**src/pixel_pkg.sv**
```systemverilog
`default_nettype none

package pixel_pkg;

  localparam int word_width  = 8;
  localparam int rows        = 4;
  localparam int kh_max      = 3;
  localparam int edge_words  = kh_max / 2;
  localparam int col_words   = rows + edge_words;
  localparam int shift_words = rows + kh_max - 1;

  // Image geometry limits
  localparam int cin_max    = 4;
  localparam int cols_max   = 8;
  localparam int blocks_max = 4;
  localparam int ram_depth  = cin_max * cols_max;

  typedef logic [word_width-1:0] pixel_t;

  // Config fields, each count is stored minus one
  typedef logic [$clog2((kh_max+1)/2)-1:0] kh2_t;
  typedef logic [$clog2(cin_max)-1:0]      cin_t;
  typedef logic [$clog2(cols_max)-1:0]     col_t;
  typedef logic [$clog2(blocks_max)-1:0]   blk_t;

  // Kernel row index, 0 to 2*kh2
  typedef logic [$clog2(kh_max)-1:0] kh_t;

  typedef logic [$clog2(ram_depth)-1:0] ram_addr_t;

  typedef enum logic [1:0] {
    scan_config,
    scan_pass,
    scan_drain
  } scan_state_e;

endpackage

`default_nettype wire

```
**src/column_beat_if.sv**
```systemverilog
`timescale 1ns/1ns
`default_nettype none

interface column_beat_if;

  logic col_valid;
  logic col_ready;
  logic col_last;
  pixel_pkg::pixel_t [pixel_pkg::col_words-1:0] col_data;

  modport packer (
    output col_valid,
    output col_last,
    output col_data,
    input  col_ready
  );

  modport shifter (
    input  col_valid,
    input  col_last,
    input  col_data,
    output col_ready
  );

endinterface

`default_nettype wire

```
**src/column_packer.sv**
```systemverilog
`timescale 1ns/1ns
`default_nettype none

module column_packer (
  input  wire logic              aclk,
  input  wire logic              aresetn,
  input  wire logic              s_valid,
  input  wire logic              s_last,
  input  wire pixel_pkg::pixel_t s_data,
  input  wire logic              in_open,
  output logic                   s_ready,
  column_beat_if.packer          col
);

  logic [$clog2(pixel_pkg::col_words+1)-1:0] cnt_q;
  logic full;
  logic take;

  assign full          = (cnt_q == pixel_pkg::col_words);
  assign s_ready       = in_open && !full;
  assign take          = s_valid && s_ready;
  assign col.col_valid = full;

  always_ff @(posedge aclk) begin
    if (!aresetn) begin
      cnt_q <= '0;
    end else if (full && col.col_ready) begin
      cnt_q <= '0;
    end else if (take) begin
      cnt_q <= cnt_q + 1'b1;
    end
  end

  // First word of the column ends up at index 0
  always_ff @(posedge aclk) begin
    if (take) begin
      col.col_data <= {s_data, col.col_data[pixel_pkg::col_words-1:1]};
      col.col_last <= s_last;
    end
  end

  a_col_hold : assert property (
    @(posedge aclk) disable iff (!aresetn)
    col.col_valid && !col.col_ready |=> col.col_valid && $stable(col.col_data)
  );

endmodule

`default_nettype wire

```
**src/scan_ctrl.sv**
```systemverilog
`timescale 1ns/1ns
`default_nettype none

module scan_ctrl (
  input  wire logic              aclk,
  input  wire logic              aresetn,
  input  wire logic              s_valid,
  input  wire logic              s_ready,
  input  wire logic              s_last,
  input  wire pixel_pkg::pixel_t s_data,
  input  wire logic              m_ready,
  input  wire logic              m_valid,
  input  wire logic              m_last,
  input  wire logic              col_valid,
  output logic                   cfg_en,
  output logic                   shift_en,
  output logic                   copy_en,
  output logic                   first_blk,
  output logic                   last_blk,
  output logic                   last_col,
  output logic                   in_open,
  output pixel_pkg::kh2_t        ref_kh2
);

  pixel_pkg::scan_state_e state_q;

  pixel_pkg::kh2_t cfg_kh2;
  pixel_pkg::cin_t cfg_cin;
  pixel_pkg::col_t cfg_col;
  pixel_pkg::blk_t cfg_blk;

  pixel_pkg::cin_t ref_cin;
  pixel_pkg::col_t ref_col;
  pixel_pkg::blk_t ref_blk;

  pixel_pkg::kh_t  kh_q;
  pixel_pkg::kh_t  kh_max;
  pixel_pkg::cin_t cin_q;
  pixel_pkg::col_t col_q;
  pixel_pkg::blk_t blk_q;

  logic in_beat;
  logic in_last_beat;
  logic out_last_beat;
  logic kh_last;
  logic cin_last;
  logic col_end;

  // Config word packs kh2, cin-1, cols-1 and blocks-1 from bit 0 up
  assign {cfg_blk, cfg_col, cfg_cin, cfg_kh2} = s_data;

  assign in_beat       = s_valid && s_ready;
  assign in_last_beat  = in_beat && s_last;
  assign out_last_beat = m_valid && m_ready && m_last;

  always_ff @(posedge aclk) begin
    if (!aresetn) begin
      state_q <= pixel_pkg::scan_config;
    end else begin
      unique case (state_q)
        pixel_pkg::scan_config: begin
          if (in_beat) state_q <= pixel_pkg::scan_pass;
        end
        pixel_pkg::scan_pass: begin
          if (in_last_beat) state_q <= pixel_pkg::scan_drain;
        end
        pixel_pkg::scan_drain: begin
          if (out_last_beat) state_q <= pixel_pkg::scan_config;
        end
        default: state_q <= pixel_pkg::scan_config;
      endcase
    end
  end

  always_ff @(posedge aclk) begin
    if (cfg_en) begin
      ref_kh2 <= cfg_kh2;
      ref_cin <= cfg_cin;
      ref_col <= cfg_col;
      ref_blk <= cfg_blk;
    end
  end

  assign cfg_en    = (state_q == pixel_pkg::scan_config);
  assign in_open   = (state_q == pixel_pkg::scan_pass);
  assign shift_en  = m_ready && !cfg_en;

  assign kh_max    = pixel_pkg::kh_t'({ref_kh2, 1'b0});
  assign kh_last   = (kh_q == kh_max);
  assign cin_last  = (cin_q == ref_cin);
  assign col_end   = (col_q == ref_col);

  // Kernel row counter parks at its last count until a column is there
  assign copy_en   = shift_en && col_valid && kh_last;
  assign last_col  = copy_en && cin_last && col_end;
  assign first_blk = (blk_q == '0);
  assign last_blk  = (blk_q == ref_blk);

  always_ff @(posedge aclk) begin
    if (!aresetn || cfg_en) begin
      kh_q  <= pixel_pkg::kh_t'({cfg_kh2, 1'b0});
      cin_q <= '0;
      col_q <= '0;
      blk_q <= '0;
    end else begin
      if (copy_en) begin
        kh_q <= '0;
      end else if (shift_en && !kh_last) begin
        kh_q <= kh_q + 1'b1;
      end
      if (copy_en) begin
        cin_q <= cin_last ? '0 : cin_q + 1'b1;
      end
      if (copy_en && cin_last) begin
        col_q <= col_end ? '0 : col_q + 1'b1;
      end
      if (last_col) begin
        blk_q <= last_blk ? '0 : blk_q + 1'b1;
      end
    end
  end

  // No output beat is pending while waiting for a config beat
  a_idle_in_config : assert property (
    @(posedge aclk) disable iff (!aresetn)
    cfg_en |-> !m_valid
  );

endmodule

`default_nettype wire

```
**src/edge_line_ram.sv**
```systemverilog
`timescale 1ns/1ns
`default_nettype none

module edge_line_ram (
  input  wire logic              aclk,
  input  wire logic              cfg_en,
  input  wire logic              last_col,
  input  wire logic              copy_en,
  input  wire logic              hold,
  input  wire logic              rd_en,
  input  wire logic              wr_en,
  input  wire pixel_pkg::pixel_t wr_data,
  output pixel_pkg::pixel_t      rd_data
);

  pixel_pkg::pixel_t mem [pixel_pkg::ram_depth];

  pixel_pkg::ram_addr_t addr_q;
  pixel_pkg::ram_addr_t wr_addr_q;

  // One entry per column and channel, restarting every block
  always_ff @(posedge aclk) begin
    if (cfg_en || last_col) begin
      addr_q <= '0;
    end else if (copy_en) begin
      addr_q <= addr_q + 1'b1;
    end
  end

  // Follows the stage register of the shifter
  always_ff @(posedge aclk) begin
    if (!hold) begin
      wr_addr_q <= addr_q;
    end
  end

  always_ff @(posedge aclk) begin
    if (wr_en) begin
      mem[wr_addr_q] <= wr_data;
    end
  end

  // Bypass covers a block of a single column and channel
  always_ff @(posedge aclk) begin
    if (copy_en && rd_en) begin
      rd_data <= (wr_en && wr_addr_q == addr_q) ? wr_data : mem[addr_q];
    end
  end

endmodule

`default_nettype wire

```
**src/window_shifter.sv**
```systemverilog
`timescale 1ns/1ns
`default_nettype none

module window_shifter (
  input  wire logic                                aclk,
  input  wire logic                                aresetn,
  input  wire logic                                shift_en,
  input  wire logic                                copy_en,
  input  wire logic                                first_blk,
  input  wire logic                                last_blk,
  input  wire pixel_pkg::kh2_t                     ref_kh2,
  column_beat_if.shifter                           col,
  input  wire pixel_pkg::pixel_t                   ram_rd_data,
  output pixel_pkg::pixel_t                        ram_wr_data,
  output logic                                     m_valid,
  output logic                                     m_last,
  output pixel_pkg::pixel_t [pixel_pkg::rows-1:0]  m_data,
  output logic                                     ram_wr_en
);

  pixel_pkg::pixel_t [pixel_pkg::col_words-1:0]   stg_data;
  pixel_pkg::pixel_t [pixel_pkg::shift_words-1:0] shift_q;
  pixel_pkg::pixel_t                              halo;
  pixel_pkg::kh_t                                 beat_q;

  logic stg_copy;
  logic stg_last;
  logic stg_first;
  logic stg_last_blk;
  logic out_last;
  logic load;
  logic final_beat;

  assign col.col_ready = copy_en;

  // Stage register, lines up with the RAM read latency
  always_ff @(posedge aclk) begin
    if (!aresetn) begin
      stg_copy <= 1'b0;
    end else if (shift_en) begin
      stg_copy <= copy_en;
    end
  end

  always_ff @(posedge aclk) begin
    if (shift_en) begin
      stg_data     <= col.col_data;
      stg_last     <= col.col_last;
      stg_first    <= first_blk;
      stg_last_blk <= last_blk;
    end
  end

  assign load        = shift_en && stg_copy;
  assign halo        = stg_first ? '0 : ram_rd_data;
  assign ram_wr_en   = load && !stg_last_blk;
  assign ram_wr_data = stg_data[pixel_pkg::rows-1];

  always_ff @(posedge aclk) begin
    if (load) begin
      shift_q <= {stg_data, halo};
    end else if (shift_en) begin
      shift_q <= shift_q >> pixel_pkg::word_width;
    end
  end

  // Beat index within the current column
  assign final_beat = (beat_q == pixel_pkg::kh_t'({ref_kh2, 1'b0}));

  always_ff @(posedge aclk) begin
    if (!aresetn) begin
      m_valid  <= 1'b0;
      out_last <= 1'b0;
      beat_q   <= '0;
    end else if (shift_en) begin
      if (load) begin
        m_valid  <= 1'b1;
        out_last <= stg_last;
        beat_q   <= '0;
      end else begin
        if (final_beat) m_valid <= 1'b0;
        beat_q <= beat_q + 1'b1;
      end
    end
  end

  assign m_last = m_valid && out_last && final_beat;

  always_comb begin
    for (int r = 0; r < pixel_pkg::rows; r++) begin
      m_data[r] = shift_q[r + pixel_pkg::edge_words - ref_kh2];
    end
  end

  // A new column never cuts the previous one short
  a_load_on_free : assert property (
    @(posedge aclk) disable iff (!aresetn)
    load |-> !m_valid || final_beat
  );

endmodule

`default_nettype wire

```
**src/pixel_feeder_top.sv**
```systemverilog
`timescale 1ns/1ns
`default_nettype none

module pixel_feeder_top (
  input  wire logic                               aclk,
  input  wire logic                               aresetn,
  input  wire logic                               s_valid,
  output logic                                    s_ready,
  input  wire logic                               s_last,
  input  wire pixel_pkg::pixel_t                  s_data,
  output logic                                    m_valid,
  input  wire logic                               m_ready,
  output logic                                    m_last,
  output pixel_pkg::pixel_t [pixel_pkg::rows-1:0] m_data
);

  logic pk_ready;
  logic cfg_en;
  logic shift_en;
  logic copy_en;
  logic first_blk;
  logic last_blk;
  logic last_col;
  logic in_open;
  logic ram_wr_en;

  pixel_pkg::kh2_t   ref_kh2;
  pixel_pkg::pixel_t ram_rd_data;
  pixel_pkg::pixel_t ram_wr_data;

  column_beat_if col_if ();

  // The config beat goes to the controller, pixels to the packer
  assign s_ready = cfg_en || pk_ready;

  column_packer u_column_packer (
    .aclk    (aclk),
    .aresetn (aresetn),
    .s_valid (s_valid),
    .s_last  (s_last),
    .s_data  (s_data),
    .in_open (in_open),
    .s_ready (pk_ready),
    .col     (col_if.packer)
  );

  scan_ctrl u_scan_ctrl (
    .aclk      (aclk),
    .aresetn   (aresetn),
    .s_valid   (s_valid),
    .s_ready   (s_ready),
    .s_last    (s_last),
    .s_data    (s_data),
    .m_ready   (m_ready),
    .m_valid   (m_valid),
    .m_last    (m_last),
    .col_valid (col_if.col_valid),
    .cfg_en    (cfg_en),
    .shift_en  (shift_en),
    .copy_en   (copy_en),
    .first_blk (first_blk),
    .last_blk  (last_blk),
    .last_col  (last_col),
    .in_open   (in_open),
    .ref_kh2   (ref_kh2)
  );

  edge_line_ram u_edge_line_ram (
    .aclk     (aclk),
    .cfg_en   (cfg_en),
    .last_col (last_col),
    .copy_en  (copy_en),
    .hold     (!shift_en),
    .rd_en    (!first_blk),
    .wr_en    (ram_wr_en),
    .wr_data  (ram_wr_data),
    .rd_data  (ram_rd_data)
  );

  window_shifter u_window_shifter (
    .aclk        (aclk),
    .aresetn     (aresetn),
    .shift_en    (shift_en),
    .copy_en     (copy_en),
    .first_blk   (first_blk),
    .last_blk    (last_blk),
    .ref_kh2     (ref_kh2),
    .col         (col_if.shifter),
    .ram_rd_data (ram_rd_data),
    .ram_wr_data (ram_wr_data),
    .m_valid     (m_valid),
    .m_last      (m_last),
    .m_data      (m_data),
    .ram_wr_en   (ram_wr_en)
  );

endmodule

`default_nettype wire

```
**config.mk**
```make
export PLATFORM = sky130hd
export DESIGN_NAME = pixel_feeder_top
export DESIGN_NICKNAME = d
export VERILOG_FILES = /design/src/pixel_pkg.sv /design/src/column_beat_if.sv /design/src/column_packer.sv /design/src/scan_ctrl.sv /design/src/edge_line_ram.sv /design/src/window_shifter.sv /design/src/pixel_feeder_top.sv
export SDC_FILE = /design/constraint.sdc
export NUM_CORES = 1
export LEC_CHECK = 0
export ABC_CLOCK_PERIOD_IN_PS = 5100
export BUFFER_PORTS_ARGS = -buffer_cell sky130_fd_sc_hd__buf_4
export CAP_MARGIN = 10
export CORE_MARGIN = 1
export CORE_UTILIZATION = 66
export CTS_CLUSTER_DIAMETER = 200
export CTS_CLUSTER_SIZE = 8
export DETAILED_ROUTE_END_ITERATION = 7
export PLACE_DENSITY_LB_ADDON = 0.08
export SYNTH_ARGS = -nofsm -noshare
export SYNTH_HDL_FRONTEND = slang
export SYNTH_SLANG_ARGS = --single-unit
```
**constraint.sdc**
```tcl
create_clock -name aclk -period 5.1 [get_ports aclk]
set_input_delay 0 -clock aclk [delete_from_list [all_inputs] [get_ports aclk]]
set_output_delay 0 -clock aclk [all_outputs]
set_load 0.1 [all_outputs]
```
* Word level (Yosys, flattened, before mapping)
Memory sizes are Yosys's and may differ from the RTL's. A register that Yosys moved wholly into a read port is not among the register bits.
Index checks and enable logic that the tools add are counted.
** Word-level totals
- Flip-flop bits (word level) :: 169
- Bits in writable memories :: 256
- Input bits :: 13
- Output and inout port bits :: 35
- Logic and storage cells :: 128
- Memories :: 1
** Memory list
- u_edge_line_ram.mem :: words 32, bits a word 8, rd ports 1, clocked after memory_dff 1, write ports 1, RTL line edge_line_ram.sv:16 : pixel_pkg::pixel_t mem [pixel_pkg::ram_depth];
** Cells by class
- Add/subtract/negate cells :: 11
- Magnitude comparators :: 4
- Equal/unequal tests :: 11
- Multiplexer cells :: 26
- Bitwise logic cells :: 1
- Reduce and logical (&&, ||, !) cells :: 37
** Operators with widths (number)
- < comparator 32 x 4 -> 1 bit (second input constant) :: 4
- binary-select mux 8 bit (select 3 bit) :: 4
- 2-to-1 mux 48 bit :: 2
- 2-to-1 mux 8 bit :: 5
- logical AND 1 bit :: 18
- 2-to-1 mux 2 bit :: 9
- adder 2 x 1 -> 2 bit (second input constant) :: 4
- equality test 2 bit :: 4
- adder 3 x 1 -> 3 bit (second input constant) :: 2
- zero test 1 bit :: 6
- != test 2 x 1 -> 1 bit (second input constant) :: 3
- one-hot mux 2 bit (3 select lines) :: 1
- subtractor 2 x 1 -> 3 bit (first input constant) :: 2
- adder 5 x 1 -> 5 bit (second input constant) :: 1
- zero test 2 bit :: 2
- 2-to-1 mux 1 bit :: 4
- AND reduction 2 bit :: 2
- nonzero test 2 bit :: 2
- OR reduction 2 bit :: 2
- subtractor 3 x 1 -> 4 bit (first input constant) :: 1
- equality test 3 bit :: 1
- equality test 3 bit (second input constant) :: 1
- logical OR 1 bit :: 3
- 2-to-1 mux 3 bit :: 1
- other kinds (6) :: 6

* Depth between registers and ports, before layout
Gate-level depths: netlist (run 1).
- Depth in word-level cells :: 8
- Depth in mapped cells :: 8
- Depth with buffers taken out :: 7

* Cells and area by module
Synthesis (run 1) repeated with hierarchy kept, for this count alone.
** Second synthesis, totals
- Cell total of the unflattened synthesis :: 958
- Area total of the unflattened synthesis :: 17431.7 sq um
** Modules (own cells, without submodules)
- edge_line_ram :: instances 1, cells an instance 582, area an instance 10931.7 sq um, sequential area each 8177.8 sq um
- window_shifter :: instances 1, cells an instance 224, area an instance 4169.0 sq um, sequential area each 2832.7 sq um
- column_packer :: instances 1, cells an instance 64, area an instance 1412.6 sq um, sequential area each 1291.2 sq um
- scan_ctrl :: instances 1, cells an instance 85, area an instance 904.6 sq um, sequential area each 470.5 sq um
- pixel_feeder_top :: instances 1, cells an instance 3, area an instance 13.8 sq um, sequential area each 0.0 sq um

* Worst setup path before layout (run 1)
No wires, ideal clock.
- Path kind :: reg-to-reg
- Start point :: register u_window_shifter.m_valid
- End point :: register u_scan_ctrl.state_q[1]
- Library setup time :: 119 ps
- Arrival time :: 3592 ps
- Data required time :: 4981 ps
- Path slack :: 1389 ps
- Stages on the path, launching flop included :: 6
- Path buffers :: 0
- Clock period less this slack :: 3711 ps
- Cell sequence :: dfxtp_1 > nand2_1 > nor3_1 > a21oi_1 > a21oi_1 > nor2_1
** On the way
- Word-level cells in the longest chain between the ends :: 5
- Elaborated cells between the ends (all ways) :: 6
- Classes of those cells :: eq/ne: 1; reduce/logical: 5
** Ends and longest elaborated chain
- start, declared :: RTL line window_shifter.sv:15 : output logic m_valid,
- start signal, assigned :: RTL line window_shifter.sv:72 : m_valid <= 1'b0;
- start signal, assigned :: RTL line window_shifter.sv:77 : m_valid <= 1'b1;
- start signal, assigned :: RTL line window_shifter.sv:81 : if (final_beat) m_valid <= 1'b0;
- logical AND 1 bit (2 in a row) :: RTL line window_shifter.sv:87 : assign m_last = m_valid && out_last && final_beat;
- via m_last :: RTL line pixel_feeder_top.sv:13 : output logic m_last,
- logical AND 1 bit :: RTL line scan_ctrl.sv:54 : assign out_last_beat = m_valid && m_ready && m_last;
- != test 2 x 1 -> 1 bit (no source line)
- AND reduction 3 bit (no source line)
- end signal, assigned :: RTL line scan_ctrl.sv:58 : state_q <= pixel_pkg::scan_config;
- end signal, assigned :: RTL line scan_ctrl.sv:62 : if (in_beat) state_q <= pixel_pkg::scan_pass;
- end signal, assigned :: RTL line scan_ctrl.sv:65 : if (in_last_beat) state_q <= pixel_pkg::scan_drain;
- end, declared :: RTL line scan_ctrl.sv:25 : pixel_pkg::scan_state_e state_q;
The timed path passes the listed nets, and every way through them passes these cells.
A chain may end at the register's enable or synchronous reset.

==> results of run 1 <==
cell families (layout without fill, tap and decap cells):
kind of cell,Yosys count,after routing,share of synthesized area [%]
buffers and inverters,46,159,1.54
multiplexers,140,140,13.6
AO/OA/AOI/OAI,61,61,2.20
flip-flops,433,433,76.3
XOR/XNOR,24,24,1.25
adder cells (fa/ha/maj),5,5,0.373
AND/OR/NAND/NOR,153,153,4.76
synthesized netlist by cell type (8+ instances only):
cell | instances | share of area (%)
edfxtp_1 | 410 | 74
mux2_2 | 74 | 5.0
mux4_2 | 63 | 8.5
nor2_1 | 57 | 1.3
o22ai_1 | 28 | 1.0
nand2_1 | 25 | 0.56
dfxtp_1 | 23 | 2.7
xor2_1 | 16 | 0.84
nand2b_1 | 13 | 0.49
a21oi_1 | 12 | 0.36
buf_2 | 12 | 0.36
clkbuf_1 | 12 | 0.27
nand3b_1 | 11 | 0.49
o21ai_0 | 10 | 0.30
and3_1 | 9 | 0.34
nand3_1 | 9 | 0.27
nor4_1 | 8 | 0.30
xnor2_1 | 8 | 0.42
layout make-up:
| type | count | area (um2) | area share (%) |
|---|---|---|---|
| well taps | 324 | 405 | 2.12 |
| flip-flops and latches | 433 | 12800 | 66.7 |
| clock inverters | 2 | 25.0 | 0.131 |
| repair buffers | 74 | 591 | 3.08 |
| clock buffers | 76 | 1600 | 8.37 |
| multi-input cells | 383 | 3720 | 19.4 |
| inverters | 7 | 26.3 | 0.137 |
worst paths after layout:
path                              startpoint                      endpoint  slack [ns]
max                u_edge_line_ram.addr_q[0]    u_edge_line_ram.rd_data[2]        2.17
min                                s_data[3]        u_scan_ctrl.ref_col[0]        0.16
max reg2reg        u_edge_line_ram.addr_q[0]    u_edge_line_ram.rd_data[2]        2.17
min reg2reg  u_column_packer.col.col_data[4]  u_window_shifter.stg_data[4]        0.42
state kept, by name (all words and copies together) (netlist names), 5 cells and up:
| signal | cells |
|---|---|
| u_window_shifter.stg_data | 32 |
| u_window_shifter.ram_wr_data | 8 |
| u_window_shifter.shift_q | 48 |
| u_column_packer.col.col_data | 40 |
| u_edge_line_ram.addr_q | 5 |
| u_edge_line_ram.wr_addr_q | 5 |
| u_edge_line_ram.mem | 256 |
| u_edge_line_ram.rd_data | 8 |
power by group through the flow:
stage                     sequential (mW)  clock [mW]  combinational, mW
after floorplan                      4.06           0              0.276
after CTS                            3.99        3.51              0.392
final                                3.99        3.47              0.392
after global routing                 4.00        3.66              0.408
after global placement               4.05           0              0.377
after detailed placement             4.06           0              0.382
metal layers:
| layer | global-route usage, % | share of wire, % | up-vias |
|---|---|---|---|
| met2 | 46.0 | 48 | 561 |
| met5 | 0 | 0 | - |
| met1 | 40.0 | 37 | 4439 |
| li1 | - | - | 3634 |
| met3 | 8.09 | 11 | 82 |
| met4 | 9.99 | 2.9 | 0 |
==> flow_metrics.env, run 1 <==
export IMPL_clockPowerShare_pct=44.2
export IMPL_r2r_cells=5
export IMPL_powerDensity_mw_per_mm2=410
export IMPL_pwr_share_comb_pct=5.0
export IMPL_seq_power_share_pct=50.8
export IMPL_wl_mm=36.2
export IMPL_clkLatencyLatePin_ns=0.57
export IMPL_final_common_cell="edfxtp_1"
export IMPL_die_w_um=161
export IMPL_synth_area_mm2=0.0167
export IMPL_die_h_um=161
export IMPL_root_buffer="clkbuf_16"
export IMPL_finalSetupViolCount=0
export IMPL_dp_cells=1207
export IMPL_first_pass_iters=5
export IMPL_io_buffers=47
export IMPL_core_rowCount=57
export IMPL_fmax_mhz=342
export IMPL_cp_cell_sequence="buf_4 -> mux4_2 -> o22ai_1 -> nor4_1 -> mux2_2"
export IMPL_cts_tree="yes"
export IMPL_dpl_cell_area_mm2=0.0174
export IMPL_max_slew_margin_pct=18.5
export IMPL_synth_fp_nets=880
export IMPL_final_nets=977
export IMPL_area_growth_pct=14.3
export IMPL_maxCapViolCount=0
export IMPL_cts_sinks=433
export IMPL_fin_cells=1299
export IMPL_dp_hpwl_mm=21.0
export IMPL_grt_pass1_wl_mm=54.4
export IMPL_hold_viol_final=0
export IMPL_initial_core_util_pct=68.1
export IMPL_finalClockSkew_ns=0.0122
export IMPL_power_leakage_nw=6.17
export IMPL_grt_max_degree=59
export IMPL_holdBufCountCts=14
export IMPL_postCtsSetupRepairBufs=0
export IMPL_synth_edf_count=410
export IMPL_switching_share_pct=21.1
export IMPL_wl_per_cell_um=27.8
export IMPL_peakVddDrop_mv=0.285
export IMPL_synth_seq_cells=433
export IMPL_p_int_mw=6.20
export IMPL_start_kind="flip-flop"
export IMPL_antenna_cells=0
export IMPL_rsz0062_at_grt="no"
export IMPL_crit_path_max_fanout=53
export IMPL_slew_viol_final=0
export IMPL_dp_slack_ns=2.18
export IMPL_status="completed"
export IMPL_required_ns=5.41
export IMPL_ys_warn_count=0
export IMPL_final_cell_mix="edfxtp_1, mux2_2, mux4_2, clkbuf_16, buf_4"
export IMPL_grt_pass1_vias=9051
export IMPL_hold_ws_ns=0.164
export IMPL_async_flop_share_pct=0
export IMPL_pin_count=48
export IMPL_drtAntennaViolNets=0
export IMPL_crit_arrival_ns=3.24
export IMPL_clockBufferDepth=3
export IMPL_setup_tns_ns=0
export IMPL_cts_htree_levels=2
export IMPL_clkTransAtPathRegs_ns=0.05
export IMPL_cts_buffers=60
export IMPL_hold_class="in -> reg"
export IMPL_vias=8716
export IMPL_end_kind="flip-flop"
export IMPL_cts_resized=0
export IMPL_p_sw_mw=1.66
export IMPL_critical_path_max_stage_delay_ns=0.98
export IMPL_drt_iter0_drc=1019
export IMPL_period_needed_ns=2.93
export IMPL_grt_overflow_total=0
export IMPL_gp_congestion=0.880
export IMPL_fillers=1274
export IMPL_stdcell_area_mm2=0.0192
export IMPL_syn_inst=862
export IMPL_path_class="reg -> reg"
export IMPL_tightestPinTransition_ns=1.22
export IMPL_die_area_mm2=0.0260
export IMPL_setup_ws_ns=2.17
export IMPL_path_buf_inv=1
export IMPL_remaining_drc_errors=0
export IMPL_worst_path_stages=5
export IMPL_via_per_inst=6.71
export IMPL_ys_seq_area_share_pct=76.3
export IMPL_core_mm2=0.0246
export IMPL_synth_ff_type="edfxtp_1"
export IMPL_avgSynthCellArea_um2=19.4
export IMPL_antenna_found_initial=1
export IMPL_crit_family="flip-flops"
export IMPL_slowest_stage="dfxtp_4"
export IMPL_drive_above_1_share_pct=28.5
export IMPL_p_total_mw=7.86
export IMPL_yosysUniqueCellTypes=52
export IMPL_finalCritPeriodShare_pct=57.4
export IMPL_utilization_pct=77.8
export IMPL_track_usage_pct=29.2
export IMPL_hold_path_depth=2
Power figures use the tool's default switching activity.
==> run 2: changes to the inputs <==
--- a/config.mk
+++ b/config.mk
@@ -5,11 +5,11 @@
 export SDC_FILE = /design/constraint.sdc
 export NUM_CORES = 1
 export LEC_CHECK = 0
-export ABC_CLOCK_PERIOD_IN_PS = 5100
+export ABC_CLOCK_PERIOD_IN_PS = 2700
 export BUFFER_PORTS_ARGS = -buffer_cell sky130_fd_sc_hd__buf_4
 export CAP_MARGIN = 10
 export CORE_MARGIN = 1
-export CORE_UTILIZATION = 66
+export CORE_UTILIZATION = 62
 export CTS_CLUSTER_DIAMETER = 200
 export CTS_CLUSTER_SIZE = 8
 export DETAILED_ROUTE_END_ITERATION = 7
==> constraint.sdc (replaced) <==
create_clock -name aclk -period 2.7 [get_ports aclk]
set_input_delay 0 -clock aclk [delete_from_list [all_inputs] [get_ports aclk]]
set_output_delay 0 -clock aclk [all_outputs]
set_load 0.1 [all_outputs]
==> flow_metrics.env, run 2 (synthesis gave the netlist of run 1 again) <==
export IMPL_slew_viol_final=0
export IMPL_dpl_cell_area_mm2=0.0178
export IMPL_crit_path_max_fanout=20
export IMPL_required_ns=3.00
export IMPL_r2r_slack_ns=0.31
export IMPL_area_growth_pct=17.9
export IMPL_die_h_um=166
export IMPL_root_buffer="clkbuf_16"
export IMPL_grt_max_degree=59
export IMPL_cts_buffers=60
export IMPL_violations="design-rule violations"
export IMPL_hold_path_depth=2
export IMPL_clockBufferDepth=3
export IMPL_pin_count=48
export IMPL_final_common_cell="edfxtp_1"
export IMPL_cp_cell_sequence="buf_12 -> buf_12 -> mux4_2 -> o22ai_1 -> nor4_1 -> mux2_2"
export IMPL_cts_htree_levels=2
export IMPL_path_class="reg -> reg"
export IMPL_period_needed_ns=2.39
export IMPL_final_nets=1023
export IMPL_crit_arrival_ns=2.69
export IMPL_gp_congestion=0.817
export IMPL_io_buffers=47
export IMPL_hold_class="in -> reg"
export IMPL_final_cell_mix="edfxtp_1, buf_4, mux2_2, mux4_2, clkbuf_16"
export IMPL_tightestPinTransition_ns=1.26
export IMPL_path_buf_inv=2
export IMPL_initial_core_util_pct=63.7
export IMPL_finalSetupViolCount=0
export IMPL_worstReg2RegEnd="u_edge_line_ram.rd_data[2]"
export IMPL_finalClockSkew_ns=0.0199
export IMPL_power_leakage_nw=6.49
export IMPL_peakVddDrop_mv=0.552
export IMPL_setup_ws_ns=0.311
export IMPL_antenna_cells=0
export IMPL_first_pass_iters=7
export IMPL_track_usage_pct=24.8
export IMPL_die_area_mm2=0.0277
export IMPL_clkLatencyLatePin_ns=0.56
export IMPL_p_total_mw=14.9
export IMPL_cts_sinks=433
export IMPL_reg_largest_list="u_edge_line_ram.mem (256), u_window_shifter.shift_q (48), u_column_packer.col.col_data (40)"
export IMPL_start_kind="flip-flop"
export IMPL_slowest_stage="dfxtp_4"
export IMPL_grt_pass1_vias=8797
export IMPL_cts_tree="yes"
export IMPL_dp_hpwl_mm=20.5
export IMPL_hold_viol_final=0
export IMPL_stdcell_area_mm2=0.0197
export IMPL_drtAntennaViolNets=0
export IMPL_clkTransAtPathRegs_ns=0.05
export IMPL_critical_path_max_stage_delay_ns=0.58
export IMPL_grt_pass1_wl_mm=50.9
export IMPL_core_rowCount=59
export IMPL_wl_per_cell_um=24.2
export IMPL_path_common_cell="buf_12"
export IMPL_finalCritPeriodShare_pct=88.5
export IMPL_rsz0062_at_grt="no"
export IMPL_remaining_drc_errors=2
export IMPL_setup_tns_ns=0
export IMPL_largest_reg_flops=256
export IMPL_wl_mm=33.1
export IMPL_utilization_pct=75.1
export IMPL_hold_end="u_scan_ctrl.ref_cin[1]"
export IMPL_status="complete, but fails checks"
export IMPL_max_slew_margin_pct=15.9
export IMPL_r2r_start="u_edge_line_ram.addr_q[0]"
export IMPL_core_mm2=0.0263
export IMPL_vias=8373
export IMPL_crit_family="multiplexers"
export IMPL_grt_overflow_total=0
export IMPL_fillers=1493
export IMPL_hold_start="s_data[2]"
export IMPL_fmax_mhz=419
export IMPL_largest_register="u_edge_line_ram.mem"
export IMPL_drive_above_1_share_pct=31.5
export IMPL_drt_iter0_drc=895
export IMPL_die_w_um=166
export IMPL_antenna_found_initial=0
export IMPL_maxCapViolCount=0
export IMPL_r2r_cells=6
export IMPL_via_per_inst=6.13
export IMPL_end_kind="flip-flop"
export IMPL_dp_slack_ns=0.296
export IMPL_powerDensity_mw_per_mm2=754
[run 2: routing by layer]
| layer | vias up | share of wire, % | wire (um) | GRT usage (%) |
|---|---|---|---|---|
| li1 | 3733 | - | - | - |
| met1 | 4266 | 42 | 14000 | 35.5 |
| met2 | 323 | 49 | 16100 | 40.0 |
| met3 | 51 | 7.1 | 2360 | 4.41 |
| met4 | 0 | 1.9 | 622 | 7.05 |
| met5 | - | 0 | 0 | 0 |
[run 2: final cells by class]
cell class              instances  area (um2)  share of cell area [%]
flip-flops and latches        433       12800                    64.7
clock buffers                  87        1650                    8.33
multi-input cells             383        3730                    18.9
inverters                       7        26.3                   0.133
clock inverters                 2        25.0                   0.127
well taps                     335         419                    2.12
repair buffers                120        1120                    5.65
[run 2: metrics by stage]
step	instances	hold WS [ns]
after floorplan	862	0.0989
after global placement	1260	0.186
after detailed placement	1260	0.191
after global routing	1367	0.170
after CTS	1363	0.155
final	1367	0.177
[run 2: where the power goes]
group	switching (mW)	total (mW)	internal [mW]	leakage, nW
clock network	2.49	6.60	4.12	0.805
logic	0.518	0.714	0.195	1.78
registers	0.0961	7.57	7.48	3.91
total	3.10	14.9	11.8	6.49
[run 2: worst max-delay path by stage]
stage / startpoint / to / slack [ns] / depth (start not counted)
final: u_edge_line_ram.addr_q[0] / u_edge_line_ram.rd_data[2] / 0.31 / 6
after global routing: u_edge_line_ram.addr_q[0] / u_edge_line_ram.rd_data[2] / 0.16 / 6
after CTS: u_edge_line_ram.addr_q[0] / u_edge_line_ram.rd_data[2] / 0.27 / 6
after detailed placement: u_edge_line_ram.addr_q[0] / u_edge_line_ram.rd_data[2] / 0.30 / 6
after global placement: u_edge_line_ram.addr_q[0] / u_edge_line_ram.rd_data[2] / 0.34 / 6
after floorplan: u_column_packer.cnt_q[1] / u_column_packer.cnt_q[2] / 0.04 / 8
[run 2: repair_timing]
action / in CTS / in global routing
setup buffers: 0 / 0
endpoints found under the hold margin: 33 / 0
hold buffers: 14 / 0
gates resized for setup: 0 / 0
==> run 3: changes to the inputs <==
--- a/config.mk
+++ b/config.mk
@@ -9,11 +9,12 @@
 export BUFFER_PORTS_ARGS = -buffer_cell sky130_fd_sc_hd__buf_4
 export CAP_MARGIN = 10
 export CORE_MARGIN = 1
-export CORE_UTILIZATION = 62
+export CORE_UTILIZATION = 48
 export CTS_CLUSTER_DIAMETER = 200
 export CTS_CLUSTER_SIZE = 8
 export DETAILED_ROUTE_END_ITERATION = 7
 export PLACE_DENSITY_LB_ADDON = 0.08
+export RECOVER_POWER = 100
 export SYNTH_ARGS = -nofsm -noshare
 export SYNTH_HDL_FRONTEND = slang
 export SYNTH_SLANG_ARGS = --single-unit
==> flow_metrics.env, run 3 (synthesis gave the netlist of run 1 again) <==
export IMPL_grt_pass1_vias=8755
export IMPL_cts_buffers=60
export IMPL_vias=8482
export IMPL_pin_count=48
export IMPL_fillers=2695
export IMPL_violations="max-capacitance violations, max-slew violations"
export IMPL_cts_tree="yes"
export IMPL_end_kind="flip-flop"
export IMPL_die_area_mm2=0.0356
export IMPL_wl_per_cell_um=24.2
export IMPL_crit_path_max_fanout=25
export IMPL_finalSetupViolCount=0
export IMPL_drtAntennaViolNets=0
export IMPL_power_leakage_nw=6.29
export IMPL_setup_tns_ns=0
export IMPL_largest_reg_flops=256
export IMPL_p_total_mw=14.8
export IMPL_cts_htree_levels=2
export IMPL_utilization_pct=56.6
export IMPL_die_h_um=189
export IMPL_powerDensity_mw_per_mm2=760
export IMPL_required_ns=3.01
export IMPL_antenna_cells=0
export IMPL_period_needed_ns=2.57
export IMPL_core_rowCount=68
export IMPL_fmax_mhz=389
export IMPL_fin_cells=1489
export IMPL_path_class="reg -> reg"
export IMPL_remaining_drc_errors=0
export IMPL_io_buffers=47
export IMPL_routed_wl_met2_mm=17.0
export IMPL_crit_arrival_ns=2.88
export IMPL_final_common_cell="edfxtp_1"
export IMPL_initial_core_util_pct=48.6
export IMPL_hold_ws_ns=0.186
export IMPL_final_nets=1027
export IMPL_dp_cells=1387
export IMPL_drt_iter0_drc=694
export IMPL_root_buffer="clkbuf_16"
export IMPL_maxCapViolCount=1
export IMPL_hold_viol_final=0
export IMPL_m1WireLength_mm=16.3
export IMPL_largest_register="u_edge_line_ram.mem"
export IMPL_finalClockSkew_ns=0.0157
export IMPL_met3_length_mm=2.16
export IMPL_grt_max_degree=59
export IMPL_status="complete, but fails checks"
export IMPL_final_cell_mix="edfxtp_1, mux2_2, mux4_2, clkbuf_16, clkbuf_2"
export IMPL_die_w_um=189
export IMPL_hold_class="in -> reg"
export IMPL_clkLatencyLatePin_ns=0.57
export IMPL_maxUsedRoutingLayer="met4"
export IMPL_drive_above_1_share_pct=28.2
export IMPL_start_kind="flip-flop"
export IMPL_regArea_mm2=0.0128
export IMPL_peakVddDrop_mv=0.561
export IMPL_grt_overflow_total=0
export IMPL_clkTransAtPathRegs_ns=0.05
export IMPL_rsz0062_at_grt="no"
export IMPL_first_pass_iters=5
export IMPL_reg_largest_list="u_edge_line_ram.mem (256), u_window_shifter.shift_q (48), u_column_packer.col.col_data (40)"
export IMPL_cts_sinks=433
export IMPL_core_mm2=0.0345
export IMPL_postCtsSetupRepairBufs=0
export IMPL_area_growth_pct=16.4
export IMPL_max_slew_margin_pct=-0.996
export IMPL_gp_congestion=0.786
export IMPL_multi_input_area_mm2=0.00373
export IMPL_grt_pass1_wl_mm=54.6
export IMPL_clockBufferDepth=3
export IMPL_via_per_inst=5.70
export IMPL_finalCritPeriodShare_pct=95.1
export IMPL_tightestPinTransition_ns=1.51
export IMPL_dp_hpwl_mm=22.7
export IMPL_track_usage_pct=20.9
export IMPL_slew_viol_final=59
export IMPL_wl_mm=36.1
export IMPL_antenna_found_initial=0
-- run 3: cell types whose count changed in the layout (fill, tap and decap cells not counted), sizes merged --
cell,before,now
clkbuf,87,179
clkinv,3,2
buf,106,17
-- run 3: critical path, cell delays in order, from the launching register on --
cell and delay (ns):
dfxtp_4 0.70, buf_12 0.23, mux4_2 0.51, o22ai_1 0.43, nor4_1 0.12, mux2_2 0.28
-- run 3: area by class of cell --
type	count	share of cell area, %
timing repair buffer	124	3.89
tap	455	2.92
sequential	433	65.6
inverter	7	0.135
multi-input combinational	383	19.1
clock buffer	86	8.31
clock inverter	1	0.0449
-- run 3: final timing paths --
kind | startpoint | to | slack (ns) | depth (start not counted)
worst max register to register | u_edge_line_ram.addr_q[0] | u_edge_line_ram.rd_data[4] | 0.13 | 5
worst max-delay path | u_edge_line_ram.addr_q[0] | u_edge_line_ram.rd_data[4] | 0.13 | 5
worst min-delay path | s_data[6] | u_scan_ctrl.ref_blk[0] | 0.19 | 2
worst min register to register | u_column_packer.col.col_data[2] | u_window_shifter.stg_data[2] | 0.42 | 0
-- run 3: per-layer routing --
layer	vias up	GRT usage, %
met2	262	31.9
met5	-	0
met4	0	5.89
met3	48	3.76
met1	4413	31.0
li1	3759	-
-- run 3: power by group --
group / internal, mW / switching, mW
registers: 7.48 / 0.0954
logic: 0.146 / 0.524
clock network: 4.05 / 2.52
-- run 3: repair_timing --
| item | in CTS | in global routing |
|---|---|---|
| resized for setup | 0 | 0 |
| hold buffers | 14 | 0 |
| setup endpoints to repair | 0 | 0 |
| hold endpoints to repair | 33 | 0 |
-- run 3: metrics by stage --
| step | setup WS, ns | area [um2] |
|---|---|---|
| after CTS | 0.0909 | 19800 |
| after global placement | 0.0892 | 18000 |
| after floorplan | 0.0441 | 16800 |
| final | 0.132 | 19500 |
| after detailed placement | 0.114 | 18000 |
| after global routing | 0.0301 | 19500 |
